`src/act_gbf_pkg.sv`:
```
//====================
// widths and port types shared by both activation buffers
// each buffer holds 32 port words, the writer must not overrun it
//====================
package act_gbf_pkg;

    //====================
    // widths
    //====================

    // one word on the write port of a buffer
    localparam int port_w = 64;

    // one activation byte
    localparam int act_w = 8;

    // sparsity mask of one block, one bit per channel of a 16-deep block
    localparam int flg_w = 16;

    // 32 words per buffer
    localparam int gbf_addr_w = 5;

    // one bit wider than the address so a full buffer still counts
    localparam int gbf_cnt_w = 6;

    //====================
    // types
    //====================

    typedef logic [port_w-1:0] port_word_t;

    typedef logic [gbf_addr_w-1:0] gbf_addr_t;

    // external write port of one buffer
    // addr is chosen by the writer, in order from 0 with wrap
    typedef struct packed {
        logic       en;
        gbf_addr_t  addr;
        port_word_t dat;
    } gbf_wr_t;

endpackage

```
`src/act_gbf_top.sv`:
```
//====================
// activation data and activation flag buffers, fully independent
// pulse act_en or flg_en only while the matching rdy is high
//====================
`timescale 1ns/1ps

module act_gbf_top (
    input  logic                          clk,
    input  logic                          rst_n,

    // write ports, one per buffer
    input  act_gbf_pkg::gbf_wr_t          act_wr,
    input  act_gbf_pkg::gbf_wr_t          flg_wr,

    // activation items
    output logic                          act_rdy,
    input  logic                          act_en,
    output logic [act_gbf_pkg::act_w-1:0] act_dat,

    // flag blocks
    output logic                          flg_rdy,
    input  logic                          flg_en,
    output logic [act_gbf_pkg::flg_w-1:0] flg_dat
);
    import act_gbf_pkg::*;

    //====================
    // activation data
    //====================

    // eight bytes per port word
    gbf_read_channel #(
        .item_w (act_w)
    ) u_act (
        .clk   (clk),
        .rst_n (rst_n),
        .wr    (act_wr),
        .rdy   (act_rdy),
        .en    (act_en),
        .dat   (act_dat)
    );

    //====================
    // activation flags
    //====================

    // four sparsity masks per port word
    gbf_read_channel #(
        .item_w (flg_w)
    ) u_flg (
        .clk   (clk),
        .rst_n (rst_n),
        .wr    (flg_wr),
        .rdy   (flg_rdy),
        .en    (flg_en),
        .dat   (flg_dat)
    );

endmodule

```
`src/gbf_ram.sv`:
```
//====================
// simple dual-port SRAM, one write and one read per cycle
// read data shows one cycle after rd_en and holds until the next read
//====================
`timescale 1ns/1ps

module gbf_ram (
    input  logic                    clk,
    input  logic                    rst_n,
    input  act_gbf_pkg::gbf_wr_t    wr,
    input  logic                    rd_en,
    input  act_gbf_pkg::gbf_addr_t  rd_addr,
    output act_gbf_pkg::port_word_t rd_dat
);
    import act_gbf_pkg::*;

    port_word_t mem [2**gbf_addr_w];

    // write port
    always_ff @(posedge clk) begin
        if (wr.en) begin
            mem[wr.addr] <= wr.dat;
        end
    end

    // registered read port
    always_ff @(posedge clk or negedge rst_n) begin
        if (!rst_n) begin
            rd_dat <= '0;
        end else if (rd_en) begin
            rd_dat <= mem[rd_addr];
        end
    end

endmodule

```
`src/gbf_read_channel.sv`:
```
//====================
// one global buffer channel, stored words are read in address order from 0
// no write ready, a write stalls any read issue in the same cycle
//====================
`timescale 1ns/1ps

module gbf_read_channel #(
    parameter int item_w = act_gbf_pkg::act_w
) (
    input  logic                 clk,
    input  logic                 rst_n,
    input  act_gbf_pkg::gbf_wr_t wr,
    output logic                 rdy,
    input  logic                 en,
    output logic [item_w-1:0]    dat
);
    import act_gbf_pkg::*;

    logic [gbf_cnt_w-1:0] used_q;
    gbf_addr_t            rd_addr_q;
    logic                 buf_val;
    logic                 unp_wr_rdy;
    logic                 all_rdy;
    logic                 all_rdy_q;
    logic                 rd_issue;
    logic                 rd_issue_q;
    port_word_t           ram_dat;

    //====================
    // read issue
    //====================

    // write and read of the SRAM exclude each other
    assign buf_val = (used_q != '0) && !wr.en;
    assign all_rdy = unp_wr_rdy && buf_val;

    // rising edge only, one read per empty unpacker
    assign rd_issue = all_rdy && !all_rdy_q;

    always_ff @(posedge clk or negedge rst_n) begin
        if (!rst_n) begin
            all_rdy_q  <= 1'b0;
            rd_issue_q <= 1'b0;
        end else begin
            all_rdy_q  <= all_rdy;
            rd_issue_q <= rd_issue;
        end
    end

    //====================
    // occupancy and read address
    //====================

    // rd_issue never fires with wr.en, so the two branches cannot collide
    always_ff @(posedge clk or negedge rst_n) begin
        if (!rst_n) begin
            used_q <= '0;
        end else if (wr.en) begin
            used_q <= used_q + gbf_cnt_w'(1);
        end else if (rd_issue) begin
            used_q <= used_q - gbf_cnt_w'(1);
        end
    end

    // wraps with the writer's addresses
    always_ff @(posedge clk or negedge rst_n) begin
        if (!rst_n) begin
            rd_addr_q <= '0;
        end else if (rd_issue) begin
            rd_addr_q <= rd_addr_q + gbf_addr_w'(1);
        end
    end

    //====================
    // storage and unpacker
    //====================

    gbf_ram u_ram (
        .clk     (clk),
        .rst_n   (rst_n),
        .wr      (wr),
        .rd_en   (rd_issue),
        .rd_addr (rd_addr_q),
        .rd_dat  (ram_dat)
    );

    // word is on ram_dat the cycle after the issue
    word_unpacker #(
        .item_w (item_w)
    ) u_unpacker (
        .clk    (clk),
        .rst_n  (rst_n),
        .wr_rdy (unp_wr_rdy),
        .wr_en  (rd_issue_q),
        .wr_dat (ram_dat),
        .rd_rdy (rdy),
        .rd_en  (en),
        .rd_dat (dat)
    );

endmodule

```
`src/word_unpacker.sv`:
```
//====================
// splits one port word into items, most significant item first
// item_w must divide port_w
//====================
`timescale 1ns/1ps

module word_unpacker #(
    parameter int item_w = 8
) (
    input  logic                    clk,
    input  logic                    rst_n,
    output logic                    wr_rdy,
    input  logic                    wr_en,
    input  act_gbf_pkg::port_word_t wr_dat,
    output logic                    rd_rdy,
    input  logic                    rd_en,
    output logic [item_w-1:0]       rd_dat
);
    import act_gbf_pkg::*;

    localparam int n_items = port_w / item_w;
    localparam int left_w  = $clog2(n_items + 1);

    port_word_t        word_q;
    logic [left_w-1:0] left_q;
    logic              load;
    logic              pop;

    // a load only lands on an empty unpacker, a pop only on a full one
    assign load = wr_en && wr_rdy;
    assign pop  = rd_en && rd_rdy;

    //====================
    // item count
    //====================

    always_ff @(posedge clk or negedge rst_n) begin
        if (!rst_n) begin
            left_q <= '0;
        end else if (load) begin
            left_q <= left_w'(n_items);
        end else if (pop) begin
            left_q <= left_q - left_w'(1);
        end
    end

    //====================
    // word shifter
    //====================

    // next item always sits at the top of the word
    always_ff @(posedge clk) begin
        if (load) begin
            word_q <= wr_dat;
        end else if (pop) begin
            word_q <= word_q << item_w;
        end
    end

    assign wr_rdy = (left_q == '0);
    assign rd_rdy = (left_q != '0);
    assign rd_dat = word_q[port_w-1 -: item_w];

endmodule
```
`config.mk`:
```
export PLATFORM = sky130hd
export DESIGN_NAME = act_gbf_top
export DESIGN_NICKNAME = d
export VERILOG_FILES = /design/src/act_gbf_pkg.sv /design/src/act_gbf_top.sv /design/src/gbf_ram.sv /design/src/gbf_read_channel.sv /design/src/word_unpacker.sv
export SDC_FILE = /design/constraint.sdc
export NUM_CORES = 2
export LEC_CHECK = 0
export BUFFER_PORTS_ARGS = -buffer_cell sky130_fd_sc_hd__buf_4
export CORE_MARGIN = 1.5
export CORE_UTILIZATION = 33
export CTS_CLUSTER_DIAMETER = 200
export DETAILED_ROUTE_END_ITERATION = 10
export GPL_ROUTABILITY_DRIVEN = 0
export MAX_ROUTING_LAYER = met4
export PLACE_DENSITY = 0.61
export SLEW_MARGIN = 20
export SYNTH_ARGS = -nofsm -noshare
export SYNTH_HDL_FRONTEND = slang
export SYNTH_SLANG_ARGS = --single-unit
```
`constraint.sdc`:
```
create_clock -name clk -period 3 [get_ports clk]
set_input_delay 0.6 -clock clk [delete_from_list [all_inputs] [get_ports clk]]
set_output_delay 0.6 -clock clk [all_outputs]
set_load 0.1 [all_outputs]
```
---- Word level (Yosys, flattened, before mapping) ----
Memory sizes are Yosys's and may differ from the RTL's. A register that Yosys moved wholly into a read port is not among the register bits.
Cells that the tools add are included.
operators by class
  add/subtract/negate cells ............... 8
  mux-type cells .......................... 16
  reduce and logical (&&, ||, !) cells .... 26
operator list
  operator               count
  $mux W64               4
  $mux W6                4
  $add A6 B1 Y6 const B  2
  $reduce_bool A6 Y1     2
  $sub A6 B1 Y6 const B  2
  $add A5 B1 Y5 const B  2
  $logic_and A1 B1 Y1    10
  $mux W4                2
  $reduce_bool A2 Y1     4
  $logic_not A1 Y1       6
  $mux W3                2
  $logic_not A4 Y1       1
  $mux W1                4
  $reduce_bool A4 Y1     1
  $sub A4 B1 Y4 const B  1
  $logic_not A3 Y1       1
  $reduce_bool A3 Y1     1
  $sub A3 B1 Y3 const B  1
storage, ports and cells
  register bits after elaboration ......... 161
  memory bits (writable) .................. 4096
  input bits .............................. 144
  output and inout bits ................... 26
  logic and storage cells ................. 64
  memories ................................ 2
memories
  name             words  bits a word  read ports  clocked after Yosys merged registers in  wr ports  line           RTL
  u_act.u_ram.mem  32     64           1           1                                        1         gbf_ram.sv:17  port_word_t mem [2**gbf_addr_w];
  u_flg.u_ram.mem  32     64           1           1                                        1         gbf_ram.sv:17

---- Depth between registers and ports, before layout ----
  word-level depth ........................ 6
  depth in mapped cells ................... 12
  mapped depth without buffers ............ 10

---- Cells and area by module ----
From an unflattened synthesis, not the netlist that was laid out.
unflattened totals
  cells, all modules ...................... 7172
  area, all modules ....................... 166282.0 µm²
by module, submodules not included
  module                             times used  cells an instance  area an instance (µm²)  sequential area each (µm²)
  gbf_ram                            2           3352               79394.9                 63100.5
  word_unpacker at u_act.u_unpacker  1           167                3002.9                  2021.9
  word_unpacker at u_flg.u_unpacker  1           171                2975.4                  1996.9
  gbf_read_channel                   2           65                 757.0                   325.3

---- Least setup slack after synthesis ----
Ideal clock, no wire load.
  path kind ............................... input-to-reg
  start ................................... in flg_wr[69] (netlist bit)
  end ..................................... mem u_flg.u_ram.mem[20][0] (netlist bit), enable pin
  setup time .............................. 0.486 ns
  data arrival time ....................... 4.190 ns
  data required time ...................... 2.514 ns
  setup slack ............................. -1.676 ns
  stages .................................. 5
  path buffers ............................ 2
  cell sequence ........................... clkbuf_1 -> inv_1 -> or3_1 -> clkbuf_1 -> nor2_1
between the ends
  longest elaborated chain between the ends .. 2
ends and longest elaborated chain
  item                           line               RTL
  from (decl)                    act_gbf_top.sv:13  input act_gbf_pkg::gbf_wr_t flg_wr,
  $mux W1                        gbf_ram.sv:21      if (wr.en) begin
  $mux W1 (implied by the code)  gbf_ram.sv:22      mem[wr.addr] <= wr.dat;
  to (decl)                      gbf_ram.sv:17
No other way between the ends.

---- Final worst setup path ----
  start ................................... reg u_flg.u_unpacker.left_q[0]
  end ..................................... out flg_rdy
between the ends
  longest elaborated chain between the ends .. 1
ends and longest elaborated chain
  item                    line                 RTL
  from (decl)             word_unpacker.sv:25  logic [left_w-1:0] left_q;
  from (signal assigned)  word_unpacker.sv:41  left_q <= left_w'(n_items);
  from (signal assigned)  word_unpacker.sv:43  left_q <= left_q - left_w'(1);
  $reduce_bool A3 Y1      word_unpacker.sv:61  assign rd_rdy = (left_q != '0);
  to (decl)               act_gbf_top.sv:21    output logic flg_rdy,
No other way between the ends.

==> results_tabular.tex <==
\begin{tabular}{lr}
\hline
Metric & Value \\
\hline
\multicolumn{2}{l}{\textbf{Status}} \\
Status & finished clean \\
\multicolumn{2}{l}{\textbf{Power}} \\
VDD IR-drop max & 0.000556 V \\
Power density relative to cell area & about 850 nW/um\^{}2 \\
Leakage power total & slightly above 0.06 uW \\
\multicolumn{2}{l}{\textbf{Timing}} \\
Max Freq & 350 MHz \\
Max Clock Skew & about 0.075 ns \\
Unrepaired setup endpoints after global routing & no \\
Number of hold violations in the final report & 0 \\
Final cycle utilization of the critical path & 0.953 \\
Sum Neg Setup Slack & 0 ns \\
Slew margin rel. & 0.364 \\
Worst slew pin tran & roughly 0.95 ns \\
Min Clock Period, post-route & 2.86 ns \\
Setup violators final & 0 \\
Final number of max-transition violations & 0 \\
\multicolumn{2}{l}{\textbf{Die}} \\
Site row count & 261 \\
Total Die Area & 511000 um\^{}2 \\
Vertical die dimension & 715 um \\
Floorplan core area & approximately 500000 um\^{}2 \\
Number of placed I/O pins & 170 \\
Effective utilization at floorplan & 0.331 \\
Die Span X & 715 um \\
\multicolumn{2}{l}{\textbf{Clocking}} \\
CTS Buf Count & 415 \\
Skew-Pair Late Insertion Delay & 0.97 ns \\
Clock tree from TritonCTS & done \\
Clock transition at the register clock pins on the worst setup and hold paths after CTS & 0.06 ns \\
Deepest clock path buffer count & 4 \\
CTS root buf & sky130\_fd\_sc\_hd\_\_clkbuf\_16 \\
Number of sinks handled by clock tree synthesis & 4385 \\
CTS H-tree lvls & 5 \\
\multicolumn{2}{l}{\textbf{Global routing}} \\
GRT Total Usage & 0.177 \\
Pin count of the biggest net entering global routing & 72 \\
First-pass GRT wire length & around 640 mm \\
Number of global-route vias before repair & 85800 \\
Number of antenna violations at the first check in global routing & 58 \\
Overflow left after global routing & 0 \\
\multicolumn{2}{l}{\textbf{Place}} \\
Placed cells & between 10000 and 15000 \\
Number of buffer cells added on primary ports & 169 \\
Post-detail-place hpwl & $\sim$260 mm \\
\multicolumn{2}{l}{\textbf{Synthesis}} \\
Number of instances in the synthesized netlist & 7976 \\
Sequential element share of the synthesized area & 0.782 \\
Portion of netlist area occupied by mux cells & 0.137 \\
Number of synthesized register bits & around 4400 \\
Post-synthesis simple-gate area fraction & 0.0223 \\
Area fraction in compound gates after synthesis & 0.0391 \\
Main combinational cell family by area after synthesis & multiplexers \\
Xor/xnor share of the synthesized area & 0.000994 \\
Mapped Area & around 170000 um\^{}2 \\
Mapped Avg Cell Area & roughly 21 um\^{}2 \\
Yosys Warn Count & 0 \\
Net Count, Synth & 8135 \\
Distinct cell type count of the synthesized netlist & 56 \\
Fraction of the mapped netlist area in adder cells & 0.00121 \\
\multicolumn{2}{l}{\textbf{Job}} \\
Max-cap violation count & 0 \\
\multicolumn{2}{l}{\textbf{Route}} \\
Post-detailed-route DRC marker count & 0 \\
Post-detailed-route wirelength per cell & 29.0 um \\
Mean number of vias per cell & 5.43 \\
Detailed-router iteration count before antenna repair & 5 \\
Detailed router's first-iteration violation count & 10500 \\
Count of nets left with antenna violations after detail routing & 0 \\
Total length of routed wires & about 450 mm \\
Via count & 84800 \\
\multicolumn{2}{l}{\textbf{Setup path}} \\
Slowest stage delay, CP & 0.37 ns \\
Category of the worst setup path launch point & flip-flop \\
Sort of element at the end of the critical path & primary output \\
WP data arrival & 2.26 ns \\
Ordered cell list for the critical path & inv\_1 -> ha\_1 -> nand2b\_1 -> buf\_6 \\
Maximum fanout count along the critical path & 5 \\
Kind of critical path & flip-flop to primary output \\
Critical-path top delay cell & sky130\_fd\_sc\_hd\_\_dfrtp\_1 \\
Required time at the endpoint of the critical path & 2.40 ns \\
\multicolumn{2}{l}{\textbf{Cells and area}} \\
FF+latch area & 131000 um\^{}2 \\
Most frequent standard cell in the layout excluding fill and tap cells & sky130\_fd\_sc\_hd\_\_edfxtp\_1 \\
Fill count & 44600 \\
Final std cells w/o fill & about 16000 \\
Synth-to-layout area growth & 16.4\% \\
Fraction of final layout cells sized beyond drive strength 1 & 0.240 \\
Multi-input combinational cell area & 34100 um\^{}2 \\
Commonest cells after routing, fill and taps aside & sky130\_fd\_sc\_hd\_\_edfxtp\_1 (4224), sky130\_fd\_sc\_hd\_\_mux4\_2 (816), sky130\_fd\_sc\_hd\_\_mux2i\_1 (439), sky130\_fd\_sc\_hd\_\_clkbuf\_16 (420), sky130\_fd\_sc\_hd\_\_nand2\_1 (391) \\
Number of nets in the finished design & a little under 9000 \\
\multicolumn{2}{l}{\textbf{Worst hold path}} \\
Worst Hold Class & input port to flip-flop \\
\hline
\end{tabular}
## worst paths after layout
kind | end | slack [ns] | cells past startpoint | startpoint
worst max-delay path | flg_rdy | 0.14 | 4 | u_flg.u_unpacker.left_q[0]
worst min-delay path | u_flg.u_ram.mem[21][17] | 0.06 | 1 | flg_wr[17]
worst max register to register | u_act.u_ram.rd_dat[39] | 0.22 | 6 | u_act.rd_addr_q[0]
worst min register to register | u_act.used_q[5] | 0.48 | 1 | u_act.used_q[5]
max in group asynchronous | u_flg.u_ram.rd_dat[15] | 1.86 | 3 | rst_n
min in group asynchronous | u_flg.u_ram.rd_dat[45] | 0.20 | 2 | rst_n
## synth_stat cells (all sizes together)
library cell  number  area share
xnor2             12     0.00063
inv               31     0.00071
o22a              36      0.0019
nand3            110      0.0033
or2                7     0.00026
a22o              14     0.00073
nor2b              9     0.00034
o21ai             86      0.0026
nand2b            17     0.00064
a221oi            12     0.00063
or3                7     0.00026
o221ai           178      0.0093
nand3b            10     0.00045
nor3b              1    0.000075
a211o             41      0.0021
a21o              11     0.00049
nand4              2    0.000075
edfxtp          4224        0.76
buf              288       0.012
fa                 2     0.00024
or3b               4     0.00021
a211oi            44      0.0020
a22oi             70      0.0031
xor2               7     0.00037
mux4             816        0.11
mux2i            439       0.026
clkbuf           200      0.0045
o32a               7     0.00042
o41ai              1    0.000052
a31o               5     0.00026
a21oi            157      0.0047
mux2              16      0.0011
ha                13     0.00097
or4               14     0.00063
o22ai            263      0.0098
and3               9     0.00034
dfrtp            161       0.024
nor2             114      0.0026
nor3              22     0.00066
nor4               5     0.00019
nand2            398      0.0090
and2              89      0.0033
a31oi             24     0.00090
## cell type report
class / instances / area share
Tap cell: 6706 / 0.0431
Inverter: 31 / 0.000630
Clock buffer: 552 / 0.0575
Sequential cell: 4385 / 0.672
Multi-Input combinational cell: 3072 / 0.175
Timing Repair Buffer: 637 / 0.0398
Antenna cell: 28 / 0.000360
Clock inverter: 216 / 0.0112
## registers in the layout (all words and copies together) (netlist names), 3 cells and up
| register | count |
|---|---|
| u_act.rd_addr_q | 5 |
| u_act.u_ram.mem | 2048 |
| u_act.u_ram.rd_dat | 64 |
| u_act.u_unpacker.left_q | 4 |
| u_act.u_unpacker.word_q | 64 |
| u_act.used_q | 6 |
| u_flg.rd_addr_q | 5 |
| u_flg.u_ram.mem | 2048 |
| u_flg.u_ram.rd_dat | 64 |
| u_flg.u_unpacker.left_q | 3 |
| u_flg.u_unpacker.word_q | 64 |
| u_flg.used_q | 6 |
## per-layer routing
layer / vias up / wire length [um] / GRT usage
met5: - / 0 / -
met4: 0 / 13000 / 0.0490
met3: 785 / 32900 / 0.0252
met2: 3936 / 227000 / 0.295
met1: 45700 / 180000 / 0.228
li1: 34500 / - / -
## stage by stage
stage	hold WS (ns)	worst slack [ns]	instance area, um^2	power [uW]	util
5_1_grt	0.0308	0.0555	195000	170000	0.385
2_1_floorplan	0.304	-0.689	168000	100000	-
3_5_place_dp	0.463	0.0667	181000	114000	0.358
6_report	0.0603	0.142	195000	165000	0.386
4_1_cts	0.000602	0.0316	195000	166000	0.385
3_3_place_gp	0.460	0.121	181000	114000	0.358
## power breakdown
group	switching [uW]	leakage (uW)	internal, uW	total (uW)
sequential	2010	0.0400	69600	71600
combinational	23100	0.0155	18100	41100
clock	22700	0.00654	29400	52100
total	47800	0.0620	117000	165000
## critical path, delay by kind of cell (launching register included)
kind                     cells  cell delay [ns]
buffers and inverters        2             0.42
flip-flops                   1             0.37
AND/OR/NAND/NOR              1             0.30
adder cells (fa/ha/maj)      1             0.23
## kinds of logic after synthesis
group,Yosys count
buffers and inverters,519
DFF,4385
and+or+nand+nor,818
muxes,1271
xor gates and xnor gates,19
AOI/OAI and AO/OA,949
adders and majority gates,15
## timing repair
action                     in CTS  in global routing
resized for setup               0                  1
hold endpoints to repair      619                  0
hold buffers                   36                  0
setup buffers                   0                  0
setup endpoints to repair       0                  1
(Power assumes the default switching activity.)
